**config.mk**
```make
export PLATFORM = sky130hd
export DESIGN_NAME = wb_vga
export DESIGN_NICKNAME = d
export VERILOG_FILES = /design/src/vga_pkg.sv /design/src/vga_beam_if.sv /design/src/vga_fetch.sv /design/src/vga_line_fifo.sv /design/src/vga_pixel_out.sv /design/src/vga_regs.sv /design/src/vga_timing.sv /design/src/wb_vga.sv
export SDC_FILE = /design/constraint.sdc
export NUM_CORES = 1
export LEC_CHECK = 0
export BUFFER_PORTS_ARGS = -buffer_cell sky130_fd_sc_hd__buf_4
export CAP_MARGIN = 20
export CELL_PAD_IN_SITES_DETAIL_PLACEMENT = 0
export CELL_PAD_IN_SITES_GLOBAL_PLACEMENT = 2
export CORE_MARGIN = 2
export CORE_UTILIZATION = 33
export CTS_CLUSTER_SIZE = 40
export DETAILED_ROUTE_END_ITERATION = 6
export PLACE_DENSITY_LB_ADDON = 0.1
export SYNTH_ARGS = -nofsm -noshare
export SYNTH_HDL_FRONTEND = slang
export SYNTH_SLANG_ARGS = --single-unit
```
**constraint.sdc**
```tcl
create_clock -name wbs_clk_i -period 3.7 [get_ports wbs_clk_i]
set_input_delay 0.185 -clock wbs_clk_i [delete_from_list [all_inputs] [get_ports wbs_clk_i]]
set_output_delay 0.185 -clock wbs_clk_i [all_outputs]
set_load 0.01 [all_outputs]
```
**src/vga_pkg.sv**
```systemverilog
`default_nettype none

package vga_pkg;

	// horizontal phases in pixel clocks, active first
	localparam int H_ACTIVE = 32;
	localparam int H_FP = 4;
	localparam int H_SYNC = 8;
	localparam int H_BP = 4;
	localparam int H_TOTAL = H_ACTIVE + H_FP + H_SYNC + H_BP;
	localparam int H_SYNC_START = H_ACTIVE + H_FP;

	// vertical phases in lines
	localparam int V_ACTIVE = 8;
	localparam int V_FP = 1;
	localparam int V_SYNC = 2;
	localparam int V_BP = 2;
	localparam int V_TOTAL = V_ACTIVE + V_FP + V_SYNC + V_BP;
	localparam int V_SYNC_START = V_ACTIVE + V_FP;

	localparam int H_CNT_W = $clog2(H_TOTAL);
	localparam int V_CNT_W = $clog2(V_TOTAL);

	// frame buffer layout, byte 0 of a word is the leftmost pixel
	localparam int PIX_PER_WORD = 4;
	localparam int PIX_SEL_W = $clog2(PIX_PER_WORD);
	localparam int WORDS_PER_FRAME = H_ACTIVE * V_ACTIVE / PIX_PER_WORD;
	localparam int WORD_CNT_W = $clog2(WORDS_PER_FRAME + 1);

	localparam int FIFO_DEPTH = 16;
	localparam int FIFO_AW = $clog2(FIFO_DEPTH);

	// slave register map, word addresses
	localparam int DEV_ADDR_BITS = 8;
	localparam int REG_ADDR_W = DEV_ADDR_BITS - 2;
	localparam int REG_MODE = 0;
	localparam int REG_BASE = 1;
	localparam int REG_STATUS = 2;
	localparam int MODE_EN_BIT = 0;

	typedef struct packed {
		logic [2:0] r;
		logic [2:0] g;
		logic [1:0] b;
	} pixel_t;

endpackage

`default_nettype wire

```
**src/vga_beam_if.sv**
```systemverilog
`default_nettype none
`timescale 1ns/1ps

// beam position and sync levels, syncs active low
interface vga_beam_if;

	logic [vga_pkg::H_CNT_W-1:0] h_count;
	logic [vga_pkg::V_CNT_W-1:0] v_count;
	logic active;
	logic h_sync;
	logic v_sync;
	logic frame_start;  // first cycle of vertical sync

	modport src (
		output h_count, v_count, active, h_sync, v_sync, frame_start
	);

	modport snk (
		input h_count, v_count, active, h_sync, v_sync, frame_start
	);

endinterface

`default_nettype wire

```
**src/vga_fetch.sv**
```systemverilog
`default_nettype none
`timescale 1ns/1ps

module vga_fetch (
	input  logic wbs_clk_i,
	input  logic rst,
	input  logic enable_i,
	input  logic [29:0] vram_base_i,
	vga_beam_if.snk beam,
	output logic wr_en_o,
	output logic [31:0] wr_data_o,
	input  logic full_i,
	output logic flush_o,
	output logic wbm_cyc_o,
	output logic wbm_stb_o,
	output logic [29:0] wbm_addr_o,
	output logic [3:0] wbm_sel_o,
	output logic wbm_we_o,
	input  logic [31:0] wbm_data_i,
	input  logic wbm_ack_i
);

	typedef enum logic [1:0] {
		ST_IDLE,
		ST_REQ,
		ST_DRAIN  // frame restart seen, waiting out the open access
	} state_t;

	state_t state_q;
	logic [29:0] addr_q;
	logic [vga_pkg::WORD_CNT_W-1:0] cnt_q;
	logic flush_q;
	logic reload;
	logic frame_done;

	// restart once no access is outstanding
	assign reload = (state_q == ST_IDLE && beam.frame_start)
		|| (state_q == ST_REQ && wbm_ack_i && beam.frame_start)
		|| (state_q == ST_DRAIN && wbm_ack_i);
	assign frame_done = cnt_q == vga_pkg::WORD_CNT_W'(vga_pkg::WORDS_PER_FRAME);

	assign wbm_cyc_o = state_q != ST_IDLE;
	assign wbm_stb_o = wbm_cyc_o;
	assign wbm_addr_o = addr_q;
	assign wbm_sel_o = 4'hf;
	assign wbm_we_o = 1'b0;  // read only

	assign wr_en_o = state_q == ST_REQ && wbm_ack_i && !beam.frame_start;
	assign wr_data_o = wbm_data_i;
	assign flush_o = flush_q;

	always_ff @(posedge wbs_clk_i) begin
		if (rst) begin
			state_q <= ST_IDLE;
			addr_q <= '0;
			cnt_q <= vga_pkg::WORD_CNT_W'(vga_pkg::WORDS_PER_FRAME);  // idle until a frame
			flush_q <= 1'b0;
		end else begin
			flush_q <= reload;
			if (reload) begin
				state_q <= ST_IDLE;
				addr_q <= vram_base_i;  // base latched once per frame
				cnt_q <= '0;
			end else begin
				case (state_q)
					ST_IDLE: begin
						if (enable_i && !frame_done && !full_i)
							state_q <= ST_REQ;
					end
					ST_REQ: begin
						if (beam.frame_start) begin
							state_q <= ST_DRAIN;
						end else if (wbm_ack_i) begin
							state_q <= ST_IDLE;
							addr_q <= addr_q + 30'd1;
							cnt_q <= cnt_q + 1'b1;
						end
					end
					ST_DRAIN: ;  // left through reload
					default: state_q <= ST_IDLE;
				endcase
			end
		end
	end

	a_stb_held: assert property (@(posedge wbs_clk_i) disable iff (rst)
		$fell(wbm_stb_o) |-> $past(wbm_ack_i));

endmodule

`default_nettype wire

```
**src/vga_line_fifo.sv**
```systemverilog
`default_nettype none
`timescale 1ns/1ps

module vga_line_fifo (
	input  logic wbs_clk_i,
	input  logic rst,
	input  logic flush_i,
	input  logic wr_en_i,
	input  logic [31:0] wr_data_i,
	output logic full_o,
	input  logic rd_en_i,
	output logic [31:0] rd_data_o,
	output logic empty_o
);

	localparam int AW = vga_pkg::FIFO_AW;

	logic [31:0] mem [vga_pkg::FIFO_DEPTH];
	logic [AW:0] wr_ptr_q;  // extra bit tells full from empty
	logic [AW:0] rd_ptr_q;

	assign empty_o = wr_ptr_q == rd_ptr_q;
	assign full_o = wr_ptr_q[AW] != rd_ptr_q[AW] && wr_ptr_q[AW-1:0] == rd_ptr_q[AW-1:0];
	assign rd_data_o = mem[rd_ptr_q[AW-1:0]];  // head word, show-ahead

	always_ff @(posedge wbs_clk_i) begin
		if (wr_en_i && !full_o)
			mem[wr_ptr_q[AW-1:0]] <= wr_data_i;
	end

	always_ff @(posedge wbs_clk_i) begin
		if (rst || flush_i) begin
			wr_ptr_q <= '0;
			rd_ptr_q <= '0;
		end else begin
			if (wr_en_i && !full_o)
				wr_ptr_q <= wr_ptr_q + 1'b1;
			if (rd_en_i && !empty_o)
				rd_ptr_q <= rd_ptr_q + 1'b1;
		end
	end

	a_no_overflow: assert property (@(posedge wbs_clk_i) disable iff (rst)
		wr_en_i |-> !full_o);

	a_no_underflow: assert property (@(posedge wbs_clk_i) disable iff (rst)
		rd_en_i |-> !empty_o);

endmodule

`default_nettype wire

```
**src/vga_pixel_out.sv**
```systemverilog
`default_nettype none
`timescale 1ns/1ps

module vga_pixel_out (
	input  logic wbs_clk_i,
	input  logic rst,
	vga_beam_if.snk beam,
	output logic rd_en_o,
	input  logic [31:0] rd_data_i,
	input  logic empty_i,
	output logic underrun_o,
	output logic h_sync_o,
	output logic v_sync_o,
	output vga_pkg::pixel_t pixel_o
);

	logic [vga_pkg::PIX_SEL_W-1:0] pix_sel;
	logic [7:0] pix_byte;
	logic last_pix;
	logic armed_q;  // set once the fetch has had a frame start

	assign pix_sel = beam.h_count[vga_pkg::PIX_SEL_W-1:0];
	assign pix_byte = rd_data_i[8*pix_sel +: 8];
	assign last_pix = pix_sel == vga_pkg::PIX_SEL_W'(vga_pkg::PIX_PER_WORD - 1);

	assign rd_en_o = beam.active && last_pix && !empty_i;  // word used up
	assign underrun_o = armed_q && beam.active && empty_i;

	always_ff @(posedge wbs_clk_i) begin
		if (rst) begin
			armed_q <= 1'b0;
			pixel_o <= '0;
			h_sync_o <= 1'b1;
			v_sync_o <= 1'b1;
		end else begin
			if (beam.frame_start)
				armed_q <= 1'b1;
			// black in blanking and on a missing word
			if (beam.active && !empty_i)
				pixel_o <= vga_pkg::pixel_t'(pix_byte);
			else
				pixel_o <= '0;
			h_sync_o <= beam.h_sync;  // keep syncs level with colour
			v_sync_o <= beam.v_sync;
		end
	end

endmodule

`default_nettype wire

```
**src/vga_regs.sv**
```systemverilog
`default_nettype none
`timescale 1ns/1ps

module vga_regs (
	input  logic wbs_clk_i,
	input  logic rst,
	input  logic wbs_cs_i,
	input  logic [vga_pkg::DEV_ADDR_BITS-1:2] wbs_addr_i,
	input  logic [3:0] wbs_sel_i,
	input  logic wbs_we_i,
	input  logic [31:0] wbs_data_i,
	output logic [31:0] wbs_data_o,
	output logic wbs_ack_o,
	input  logic underrun_i,
	input  logic frame_start_i,
	output logic enable_o,
	output logic [29:0] vram_base_o
);

	logic [31:0] mode_q;
	logic [31:0] base_q;  // byte address of the frame buffer
	logic underrun_q;
	logic [7:0] frame_cnt_q;
	logic [31:0] status;
	logic [31:0] rd_val;
	logic access;
	logic wr_stb;

	function automatic logic [31:0] byte_merge(input logic [31:0] old_v,
			input logic [31:0] new_v, input logic [3:0] sel);
		logic [31:0] res;
		res = old_v;
		for (int i = 0; i < 4; i++) begin
			if (sel[i])
				res[8*i +: 8] = new_v[8*i +: 8];
		end
		return res;
	endfunction

	assign access = wbs_cs_i & ~wbs_ack_o;
	assign wr_stb = access & wbs_we_i;
	assign status = {8'h00, frame_cnt_q, 15'h0000, underrun_q};
	assign enable_o = mode_q[vga_pkg::MODE_EN_BIT];
	assign vram_base_o = base_q[31:2];

	always_comb begin
		case (wbs_addr_i)
			vga_pkg::REG_ADDR_W'(vga_pkg::REG_MODE):   rd_val = mode_q;
			vga_pkg::REG_ADDR_W'(vga_pkg::REG_BASE):   rd_val = base_q;
			vga_pkg::REG_ADDR_W'(vga_pkg::REG_STATUS): rd_val = status;
			default:                                   rd_val = '0;
		endcase
	end

	always_ff @(posedge wbs_clk_i) begin
		if (rst) begin
			wbs_ack_o <= 1'b0;
			mode_q <= '0;
			base_q <= '0;
			underrun_q <= 1'b0;
			frame_cnt_q <= '0;
		end else begin
			wbs_ack_o <= access;  // one ack per access, then a gap
			if (frame_start_i)
				frame_cnt_q <= frame_cnt_q + 8'd1;
			if (underrun_i)
				underrun_q <= 1'b1;  // a new underrun beats the clear
			else if (wr_stb && wbs_addr_i == vga_pkg::REG_ADDR_W'(vga_pkg::REG_STATUS)
					&& wbs_sel_i[0] && wbs_data_i[0])
				underrun_q <= 1'b0;
			if (wr_stb && wbs_addr_i == vga_pkg::REG_ADDR_W'(vga_pkg::REG_MODE))
				mode_q <= byte_merge(mode_q, wbs_data_i, wbs_sel_i);
			if (wr_stb && wbs_addr_i == vga_pkg::REG_ADDR_W'(vga_pkg::REG_BASE))
				base_q <= byte_merge(base_q, wbs_data_i, wbs_sel_i);
		end
	end

	// read data travels with the ack
	always_ff @(posedge wbs_clk_i) begin
		if (access)
			wbs_data_o <= rd_val;
	end

	a_ack_single: assert property (@(posedge wbs_clk_i) disable iff (rst)
		wbs_ack_o |=> !wbs_ack_o);

endmodule

`default_nettype wire

```
**src/vga_timing.sv**
```systemverilog
`default_nettype none
`timescale 1ns/1ps

module vga_timing (
	input  logic wbs_clk_i,
	input  logic rst,
	input  logic enable_i,
	vga_beam_if.src beam
);

	logic [vga_pkg::H_CNT_W-1:0] h_nxt;
	logic [vga_pkg::V_CNT_W-1:0] v_nxt;
	logic h_act_nxt;
	logic v_act_nxt;
	logic h_sync_nxt;
	logic v_sync_nxt;

	// next beam position, parked at zero while disabled
	always_comb begin
		h_nxt = '0;
		v_nxt = '0;
		if (enable_i) begin
			if (beam.h_count == vga_pkg::H_CNT_W'(vga_pkg::H_TOTAL - 1)) begin
				h_nxt = '0;
				if (beam.v_count == vga_pkg::V_CNT_W'(vga_pkg::V_TOTAL - 1))
					v_nxt = '0;
				else
					v_nxt = beam.v_count + 1'b1;
			end else begin
				h_nxt = beam.h_count + 1'b1;
				v_nxt = beam.v_count;
			end
		end
	end

	assign h_act_nxt = h_nxt < vga_pkg::H_CNT_W'(vga_pkg::H_ACTIVE);
	assign v_act_nxt = v_nxt < vga_pkg::V_CNT_W'(vga_pkg::V_ACTIVE);
	assign h_sync_nxt = h_nxt >= vga_pkg::H_CNT_W'(vga_pkg::H_SYNC_START)
		&& h_nxt < vga_pkg::H_CNT_W'(vga_pkg::H_SYNC_START + vga_pkg::H_SYNC);
	assign v_sync_nxt = v_nxt >= vga_pkg::V_CNT_W'(vga_pkg::V_SYNC_START)
		&& v_nxt < vga_pkg::V_CNT_W'(vga_pkg::V_SYNC_START + vga_pkg::V_SYNC);

	always_ff @(posedge wbs_clk_i) begin
		if (rst) begin
			beam.h_count <= '0;
			beam.v_count <= '0;
			beam.active <= 1'b0;
			beam.h_sync <= 1'b1;
			beam.v_sync <= 1'b1;
			beam.frame_start <= 1'b0;
		end else begin
			beam.h_count <= h_nxt;
			beam.v_count <= v_nxt;
			beam.active <= enable_i & h_act_nxt & v_act_nxt;
			beam.h_sync <= ~(enable_i & h_sync_nxt);  // active low
			beam.v_sync <= ~(enable_i & v_sync_nxt);
			beam.frame_start <= enable_i && h_nxt == '0
				&& v_nxt == vga_pkg::V_CNT_W'(vga_pkg::V_SYNC_START);
		end
	end

	a_frame_start_at_line_start: assert property (@(posedge wbs_clk_i) disable iff (rst)
		beam.frame_start |-> beam.h_count == '0 && $fell(beam.v_sync));

endmodule

`default_nettype wire

```
**src/wb_vga.sv**
```systemverilog
`default_nettype none
`timescale 1ns/1ps

module wb_vga (
	input  logic wbs_clk_i,
	input  logic rst,
	// register slave
	input  logic wbs_cs_i,
	input  logic [vga_pkg::DEV_ADDR_BITS-1:2] wbs_addr_i,
	input  logic [3:0] wbs_sel_i,
	input  logic wbs_we_i,
	input  logic [31:0] wbs_data_i,
	output logic [31:0] wbs_data_o,
	output logic wbs_ack_o,
	// frame buffer master, word addressed
	output logic wbm_cyc_o,
	output logic wbm_stb_o,
	output logic [29:0] wbm_addr_o,
	output logic [3:0] wbm_sel_o,
	output logic wbm_we_o,
	input  logic [31:0] wbm_data_i,
	input  logic wbm_ack_i,
	// display
	output logic h_sync_o,
	output logic v_sync_o,
	output logic [2:0] r_color_o,
	output logic [2:0] g_color_o,
	output logic [1:0] b_color_o
);

	logic enable;
	logic [29:0] vram_base;
	logic underrun;
	logic fifo_wr_en;
	logic [31:0] fifo_wr_data;
	logic fifo_full;
	logic fifo_rd_en;
	logic [31:0] fifo_rd_data;
	logic fifo_empty;
	logic fifo_flush;
	vga_pkg::pixel_t pixel;

	vga_beam_if beam ();

	vga_regs u_regs (
		.wbs_clk_i(wbs_clk_i), .rst(rst),
		.wbs_cs_i(wbs_cs_i), .wbs_addr_i(wbs_addr_i), .wbs_sel_i(wbs_sel_i),
		.wbs_we_i(wbs_we_i), .wbs_data_i(wbs_data_i), .wbs_data_o(wbs_data_o),
		.wbs_ack_o(wbs_ack_o), .underrun_i(underrun), .frame_start_i(beam.frame_start),
		.enable_o(enable), .vram_base_o(vram_base)
	);

	vga_timing u_timing (.wbs_clk_i(wbs_clk_i), .rst(rst), .enable_i(enable), .beam(beam));

	vga_fetch u_fetch (
		.wbs_clk_i(wbs_clk_i), .rst(rst), .enable_i(enable), .vram_base_i(vram_base),
		.beam(beam), .wr_en_o(fifo_wr_en), .wr_data_o(fifo_wr_data), .full_i(fifo_full),
		.flush_o(fifo_flush), .wbm_cyc_o(wbm_cyc_o), .wbm_stb_o(wbm_stb_o),
		.wbm_addr_o(wbm_addr_o), .wbm_sel_o(wbm_sel_o), .wbm_we_o(wbm_we_o),
		.wbm_data_i(wbm_data_i), .wbm_ack_i(wbm_ack_i)
	);

	vga_line_fifo u_fifo (
		.wbs_clk_i(wbs_clk_i), .rst(rst), .flush_i(fifo_flush),
		.wr_en_i(fifo_wr_en), .wr_data_i(fifo_wr_data), .full_o(fifo_full),
		.rd_en_i(fifo_rd_en), .rd_data_o(fifo_rd_data), .empty_o(fifo_empty)
	);

	vga_pixel_out u_pixel (
		.wbs_clk_i(wbs_clk_i), .rst(rst), .beam(beam),
		.rd_en_o(fifo_rd_en), .rd_data_i(fifo_rd_data), .empty_i(fifo_empty),
		.underrun_o(underrun), .h_sync_o(h_sync_o), .v_sync_o(v_sync_o), .pixel_o(pixel)
	);

	assign r_color_o = pixel.r;
	assign g_color_o = pixel.g;
	assign b_color_o = pixel.b;

endmodule

`default_nettype wire
```
Yosys cells after proc, flatten, opt, wreduce, memory -nomap -nowiden
Memory sizes are Yosys's and may differ from the RTL's. A register that Yosys moved wholly into a read port is not among the register bits.
Index checks and enable logic that the tools add are counted.
- register bits: 181
- ROM bits: 0
- logic and storage cells: 148
- memories kept: 1
- latch bits: 0
- bits in writable memories: 512
- memories (name ; depth ; width ; read ports ; clocked after memory_dff ; wr ports ; line ; source):
    u_fifo.mem ; 16 ; 32 ; 1 ; 1 ; 1 ; vga_line_fifo.sv:18 ; logic [31:0] mem [vga_pkg::FIFO_DEPTH];
- multiplexer cells: 24
- equal/unequal tests: 15
- reduce and logical (&&, ||, !) cells: 51
- div/mod/pow operators: 0
- $lt $le $gt $ge: 6
- shift-type cells: 1
- add/sub/neg operators: 7
- multipliers: 0
- bitwise operators: 12
- operator list (cell ; number):
    two-way mux 30 bit ; 4
    case mux 32 bit (3 select lines) ; 1
    variable part select 32 x 6 -> 8 bit ; 1
    adder 30 x 1 -> 30 bit, second input constant ; 1
    two-way mux 7 bit ; 4
    logical AND 1 bit ; 24
    two-way mux 4 bit ; 5
    AND reduction 2 bit ; 8
    logical NOT 6 bit ; 2
    less-than comparator 6 bit, second input constant ; 2
    two-way mux 6 bit ; 2
    adder 5 x 1 -> 5 bit, second input constant ; 2
    AND reduction 3 bit ; 3
    adder 8 x 1 -> 8 bit, second input constant ; 1
    == test 4 bit, second input constant ; 2
    less-than comparator 4 bit, second input constant ; 2
    nonzero test 2 bit ; 4
    adder 7 x 1 -> 7 bit, second input constant ; 1
    == test 7 bit, second input constant ; 1
    adder 6 x 1 -> 6 bit, second input constant ; 1
    AND 1 bit ; 6
    == test 6 x 1 -> 1 bit, second input constant ; 1
    == test 6 x 2 -> 1 bit, second input constant ; 1
    == test 6 bit, second input constant ; 1
    19 further kinds ; 36

Longest topological paths before layout
- depth in word-level cells: 8
- depth in mapped cells: 8
- depth with buffers taken out: 7

Cells and area by module
From an unflattened synthesis, not the netlist that was laid out.
- cells, all modules: 1669
- area, all modules: 28931.5 µm²
- by module, submodules not included (module ; cells each ; area each (µm²) ; sequential area each (µm²) ; times used):
    vga_line_fifo ; 815 ; 20313.2 ; 15655.0 ; 1
    vga_regs ; 422 ; 4758.3 ; 2442.3 ; 1
    vga_fetch ; 285 ; 2529.9 ; 800.8 ; 1
    vga_timing ; 100 ; 823.3 ; 280.3 ; 1
    vga_pixel_out ; 47 ; 506.7 ; 220.2 ; 1

Worst setup path after synthesis
Ideal clock, no wire load.
- path type: register to register
- start point: reg u_fetch.state_q[1]
- end point: mem u_fifo.mem[3][0], enable pin
- path buffers: 1
- data arrival time: 3.380 ns
- slack: -0.141 ns
- data required time: 3.239 ns
- library setup time: 0.461 ns
- clock period less this slack: 3.841 ns
- stages on the path, launching flop included: 5
- cell sequence: dfxtp_1 > and4bb_2 > clkbuf_1 > o211ai_1 > nor3_1
- word-level cells in the longest chain between the ends: 6
- RTL lines (what ; line ; source):
    start: declaration ; vga_fetch.sv:29 ; state_t state_q;
    start signal: assignment ; vga_fetch.sv:54 ; state_q <= ST_IDLE;
    start signal: assignment ; vga_fetch.sv:61 ; state_q <= ST_IDLE;
    start signal: assignment ; vga_fetch.sv:68 ; state_q <= ST_REQ;
    == test 2 x 1 -> 1 bit ; vga_fetch.sv:48 ; assign wr_en_o = state_q == ST_REQ && wbm_ack_i && !beam.frame_start;
    logical AND 1 bit (2 in a row) ; vga_fetch.sv:48 ;
    logical AND 1 bit ; vga_line_fifo.sv:27 ; if (wr_en_i && !full_o)
    two-way mux 1 bit ; vga_line_fifo.sv:27 ;
    two-way mux 1 bit (implied by the code) ; vga_line_fifo.sv:28 ; mem[wr_ptr_q[AW-1:0]] <= wr_data_i;
    end: declaration ; vga_line_fifo.sv:18 ;
No other way between the ends.

==> flow_metrics.py <==
metrics = {
    "timing": {
        "period_share_pct": 73.68,
        "fin_skew_ps": 35.72,
        "whs_ps": 44.04,
        "worst_slack_ps": 973.7,
        "fmax_mhz": 366.8,
        "drv_slew": 0,
        "timing.slew.headroom_pct": 38.69,
        "min_period_ps": 2726,
        "rsz0062_at_grt": "no",
        "hold_viol_final": 0,
        "worst_slew_pin_slew_ps": 911.2,
        "fin_setup_tns_ps": 0,
        "setup_violations": 0,
    },
    "layout": {
        "drive_gt1_share_pct": 23.81,
        "syn_to_final_growth_pct": 22.45,
        "final_area_um2": 33470,
        "fin_nets": 2060,
    },
    "global_route": {
        "grt-busiest-layer": "met2",
        "met1_usage_pct": 24.92,
        "grt_start_max_net_pins": 66,
        "grt_pass1_wl_um": 111900,
        "first_global_vias": 16694,
        "use_met2_pct": 28.72,
        "grt-ovfl-total": 0,
        "grt_use_total_pct": 17.66,
        "grt_antenna_before_repair": 1,
        "grt_use_met3_pct": 2.679,
    },
    "synth": {
        "synthCells": 1698,
        "synthDistinctLibCells": 64,
        "ys_seq_elements": 697,
        "synth_edf_count": 544,
        "yosysSeqAreaShare_pct": 70.97,
        "synth-main-ff-cell": "edfxtp_1",
        "syn_area_um2": 27330,
        "async_flop_share_pct": 0,
        "syn_area_per_cell_um2": 16.10,
        "synth_warnings": 0,
    },
    "critical_path": {
        "crit_fanout": 26,
        "end_kind": "flop",
        "critical_path_class": "reg -> reg",
        "crit_arrival_ps": 3290,
        "setup.worst_path.start_class": "flop",
        "required_ps": 4270,
    },
    "clock_tree": {
        "root_buffer": "clkbuf_16",
        "clockBufferDepth": 3,
        "cts_max_level": 3,
        "cts_tree": "done",
        "cts_setup_buffers": 0,
        "clk_pin_slew_ps": 60,
        "numCtsBuffers": 79,
        "clock_latency_ps": 630,
        "clock-sinks": 697,
    },
    "floorplanning": {
        "rows": 105,
        "die_x_um": 291.8,
        "core_area_um2": 82110,
        "die_h_um": 291.8,
        "ios": 159,
        "die_area_um2": 85150,
        "start_util_pct": 33.29,
    },
    "pwr": {
        "leakage_nw": 10.69,
        "power_density_nw_per_um2": 491.8,
        "power_mw": 16.46,
        "worst_ir_drop_vdd_mv": 0.3314,
    },
    "placed_design": {
        "dpl_worst_slack_ps": 966.6,
        "port_buffers": 153,
        "place_area_um2": 30070,
        "hpwlAfterDp_um": 47860,
        "globalplace.congestion": 0.7386,
    },
    "detailed_routing": {
        "drc_errors": 14,
        "dr.first_iter.drc_count": 1308,
        "wirelength_um": 75670,
        "routed_via_density": 5.209,
        "vias": 16169,
        "drt-pass1-iter-count": 7,
        "postRouteAntennaNets": 0,
        "wire_per_inst_um": 24.38,
    },
    "run_status": {
        "violations": "design-rule violations",
        "status": "complete, but fails checks",
    },
    "run": {
        "maxCapViolCount": 0,
    },
    "hold_path": {
        "hold_path_class": "in -> reg",
        "min-delay-start": "wbs_addr_i[3]",
    },
}
## state kept, by name, indices dropped and copies added (netlist names), 6 cells and up, named ones only
name,count
u_fifo.mem,512
u_regs.base_q,32
u_regs.mode_q,32
u_regs.wbs_data_o,32
u_fetch.wbm_addr_o,30
u_pixel.pixel_o,8
u_regs.frame_cnt_q,8
u_fetch.cnt_q,7
u_timing.beam.h_count,6
## cell usage after synthesis, types with 3 or more instances
cell type,n,area share (%)
buf_2,24,0.44
nand2_1,124,1.7
inv_1,29,0.40
a31oi_1,14,0.32
nand2b_1,4,0.092
nor3b_1,3,0.082
o31a_1,3,0.096
buf_1,4,0.055
nor4_1,19,0.43
o211ai_1,9,0.25
o21ai_0,16,0.29
ha_1,12,0.55
nor2_1,57,0.78
xor2_1,12,0.38
nand3b_1,8,0.22
or3_1,11,0.25
o311ai_0,4,0.13
o21a_1,5,0.14
mux4_2,131,11
a22oi_1,10,0.27
or4_1,6,0.16
o22ai_1,56,1.3
or2_2,3,0.069
or3b_2,4,0.13
nand3_1,84,1.5
nor3_1,11,0.20
and4_1,3,0.096
edfxtp_1,544,60
clkbuf_1,64,0.88
and2_1,9,0.21
a211oi_1,6,0.16
xnor2_1,14,0.45
a222oi_1,9,0.33
nor2b_1,9,0.21
nand4_1,20,0.46
mux2i_1,14,0.51
a22o_1,30,0.96
and3_1,20,0.46
dfxtp_1,153,11
a21oi_1,103,1.9
buf_4,9,0.25
## stage by stage
step                utilization [%]  cells
finish                        40.76   3104
global route                  40.76   3104
CTS                           40.76   3103
detailed placement            36.62   2872
global placement              36.62   2872
floorplan                         -   1701
## layout make-up
type | instances | area [µm²]
Timing Repair Buffer | 290 | 2630
Tap cell | 1070 | 1339
Inverter | 29 | 108.9
Clock inverter | 41 | 420.4
Fill cell | 7457 | 48640
Clock buffer | 104 | 2121
Multi-Input combinational cell | 872 | 7440
Antenna cell | 1 | 2.502
Sequential cell | 697 | 19410
## placed cells by master (no fill, tap or decap), types with 6 or more instances in the layout
cell type / n
or4_1: 6
buf_12: 19
dfxtp_1: 150
o21ai_0: 16
inv_1: 29
a31oi_1: 14
edfxtp_1: 544
nor3_1: 9
a211oi_1: 6
a21oi_1: 103
a22oi_1: 10
nand3_1: 84
buf_4: 185
clkinv_1: 14
nand4_1: 20
xnor2_1: 14
xor2_1: 12
clkinv_2: 11
mux4_2: 131
mux2i_1: 14
and2_1: 9
clkbuf_16: 79
o22ai_1: 56
dlygate4sd3_1: 86
and3_1: 7
nor4_1: 19
a22o_1: 30
nand3b_1: 8
a222oi_1: 9
ha_1: 12
and3_2: 13
nor2b_1: 7
clkbuf_1: 20
o211ai_1: 9
nor2_1: 56
or3_1: 11
nand2_1: 124
## cells by family after synthesis
kind of cell,Yosys count,share of synthesized area [%]
xor gates and xnor gates,26,0.8331
adders and majority gates,12,0.5493
buffers and inverters,132,2.078
other,2,0.02747
AOI/OAI and AO/OA,277,6.536
and+or+nand+nor,405,7.621
DFF,697,70.97
muxes,147,11.39
## power breakdown
part / switching, mW / internal, mW / total (mW) / leakage (nW)
sequential: 0.00755 / 8.44 / 8.45 / 6.16
clock: 3.25 / 4.44 / 7.69 / 1.24
combinational: 0.190 / 0.131 / 0.321 / 3.29
total: 3.45 / 13.0 / 16.5 / 10.7
## timing repair
action,4_1_cts,5_1_grt
hold buffers,86,0
gates resized for setup,0,0
endpoints found under the hold margin,585,0
## routing by layer
metal	vias to the layer above	part of all wire, %
met5	-	0
met4	0	2.1
met3	96	3.8
met2	327	48
met1	8423	46
li1	7323	-
## worst max-delay path: stages, from the launching register on
cell and delay (ps):
dfxtp_4 640, buf_12 250, nor2_1 50, nand2_1 420, o22ai_1 260, nor4_1 800, a22o_1 220
## worst paths after layout
path	to	slack, ps	depth (start not counted)
worst max-delay path	u_pixel.pixel_o[4]	970	6
worst min-delay path	u_regs.base_q[24]	40	4
worst max register to register	u_pixel.pixel_o[4]	970	6
worst min register to register	u_pixel.h_sync_o	420	1
No activity file was read; power rests on OpenSTA's default activity.
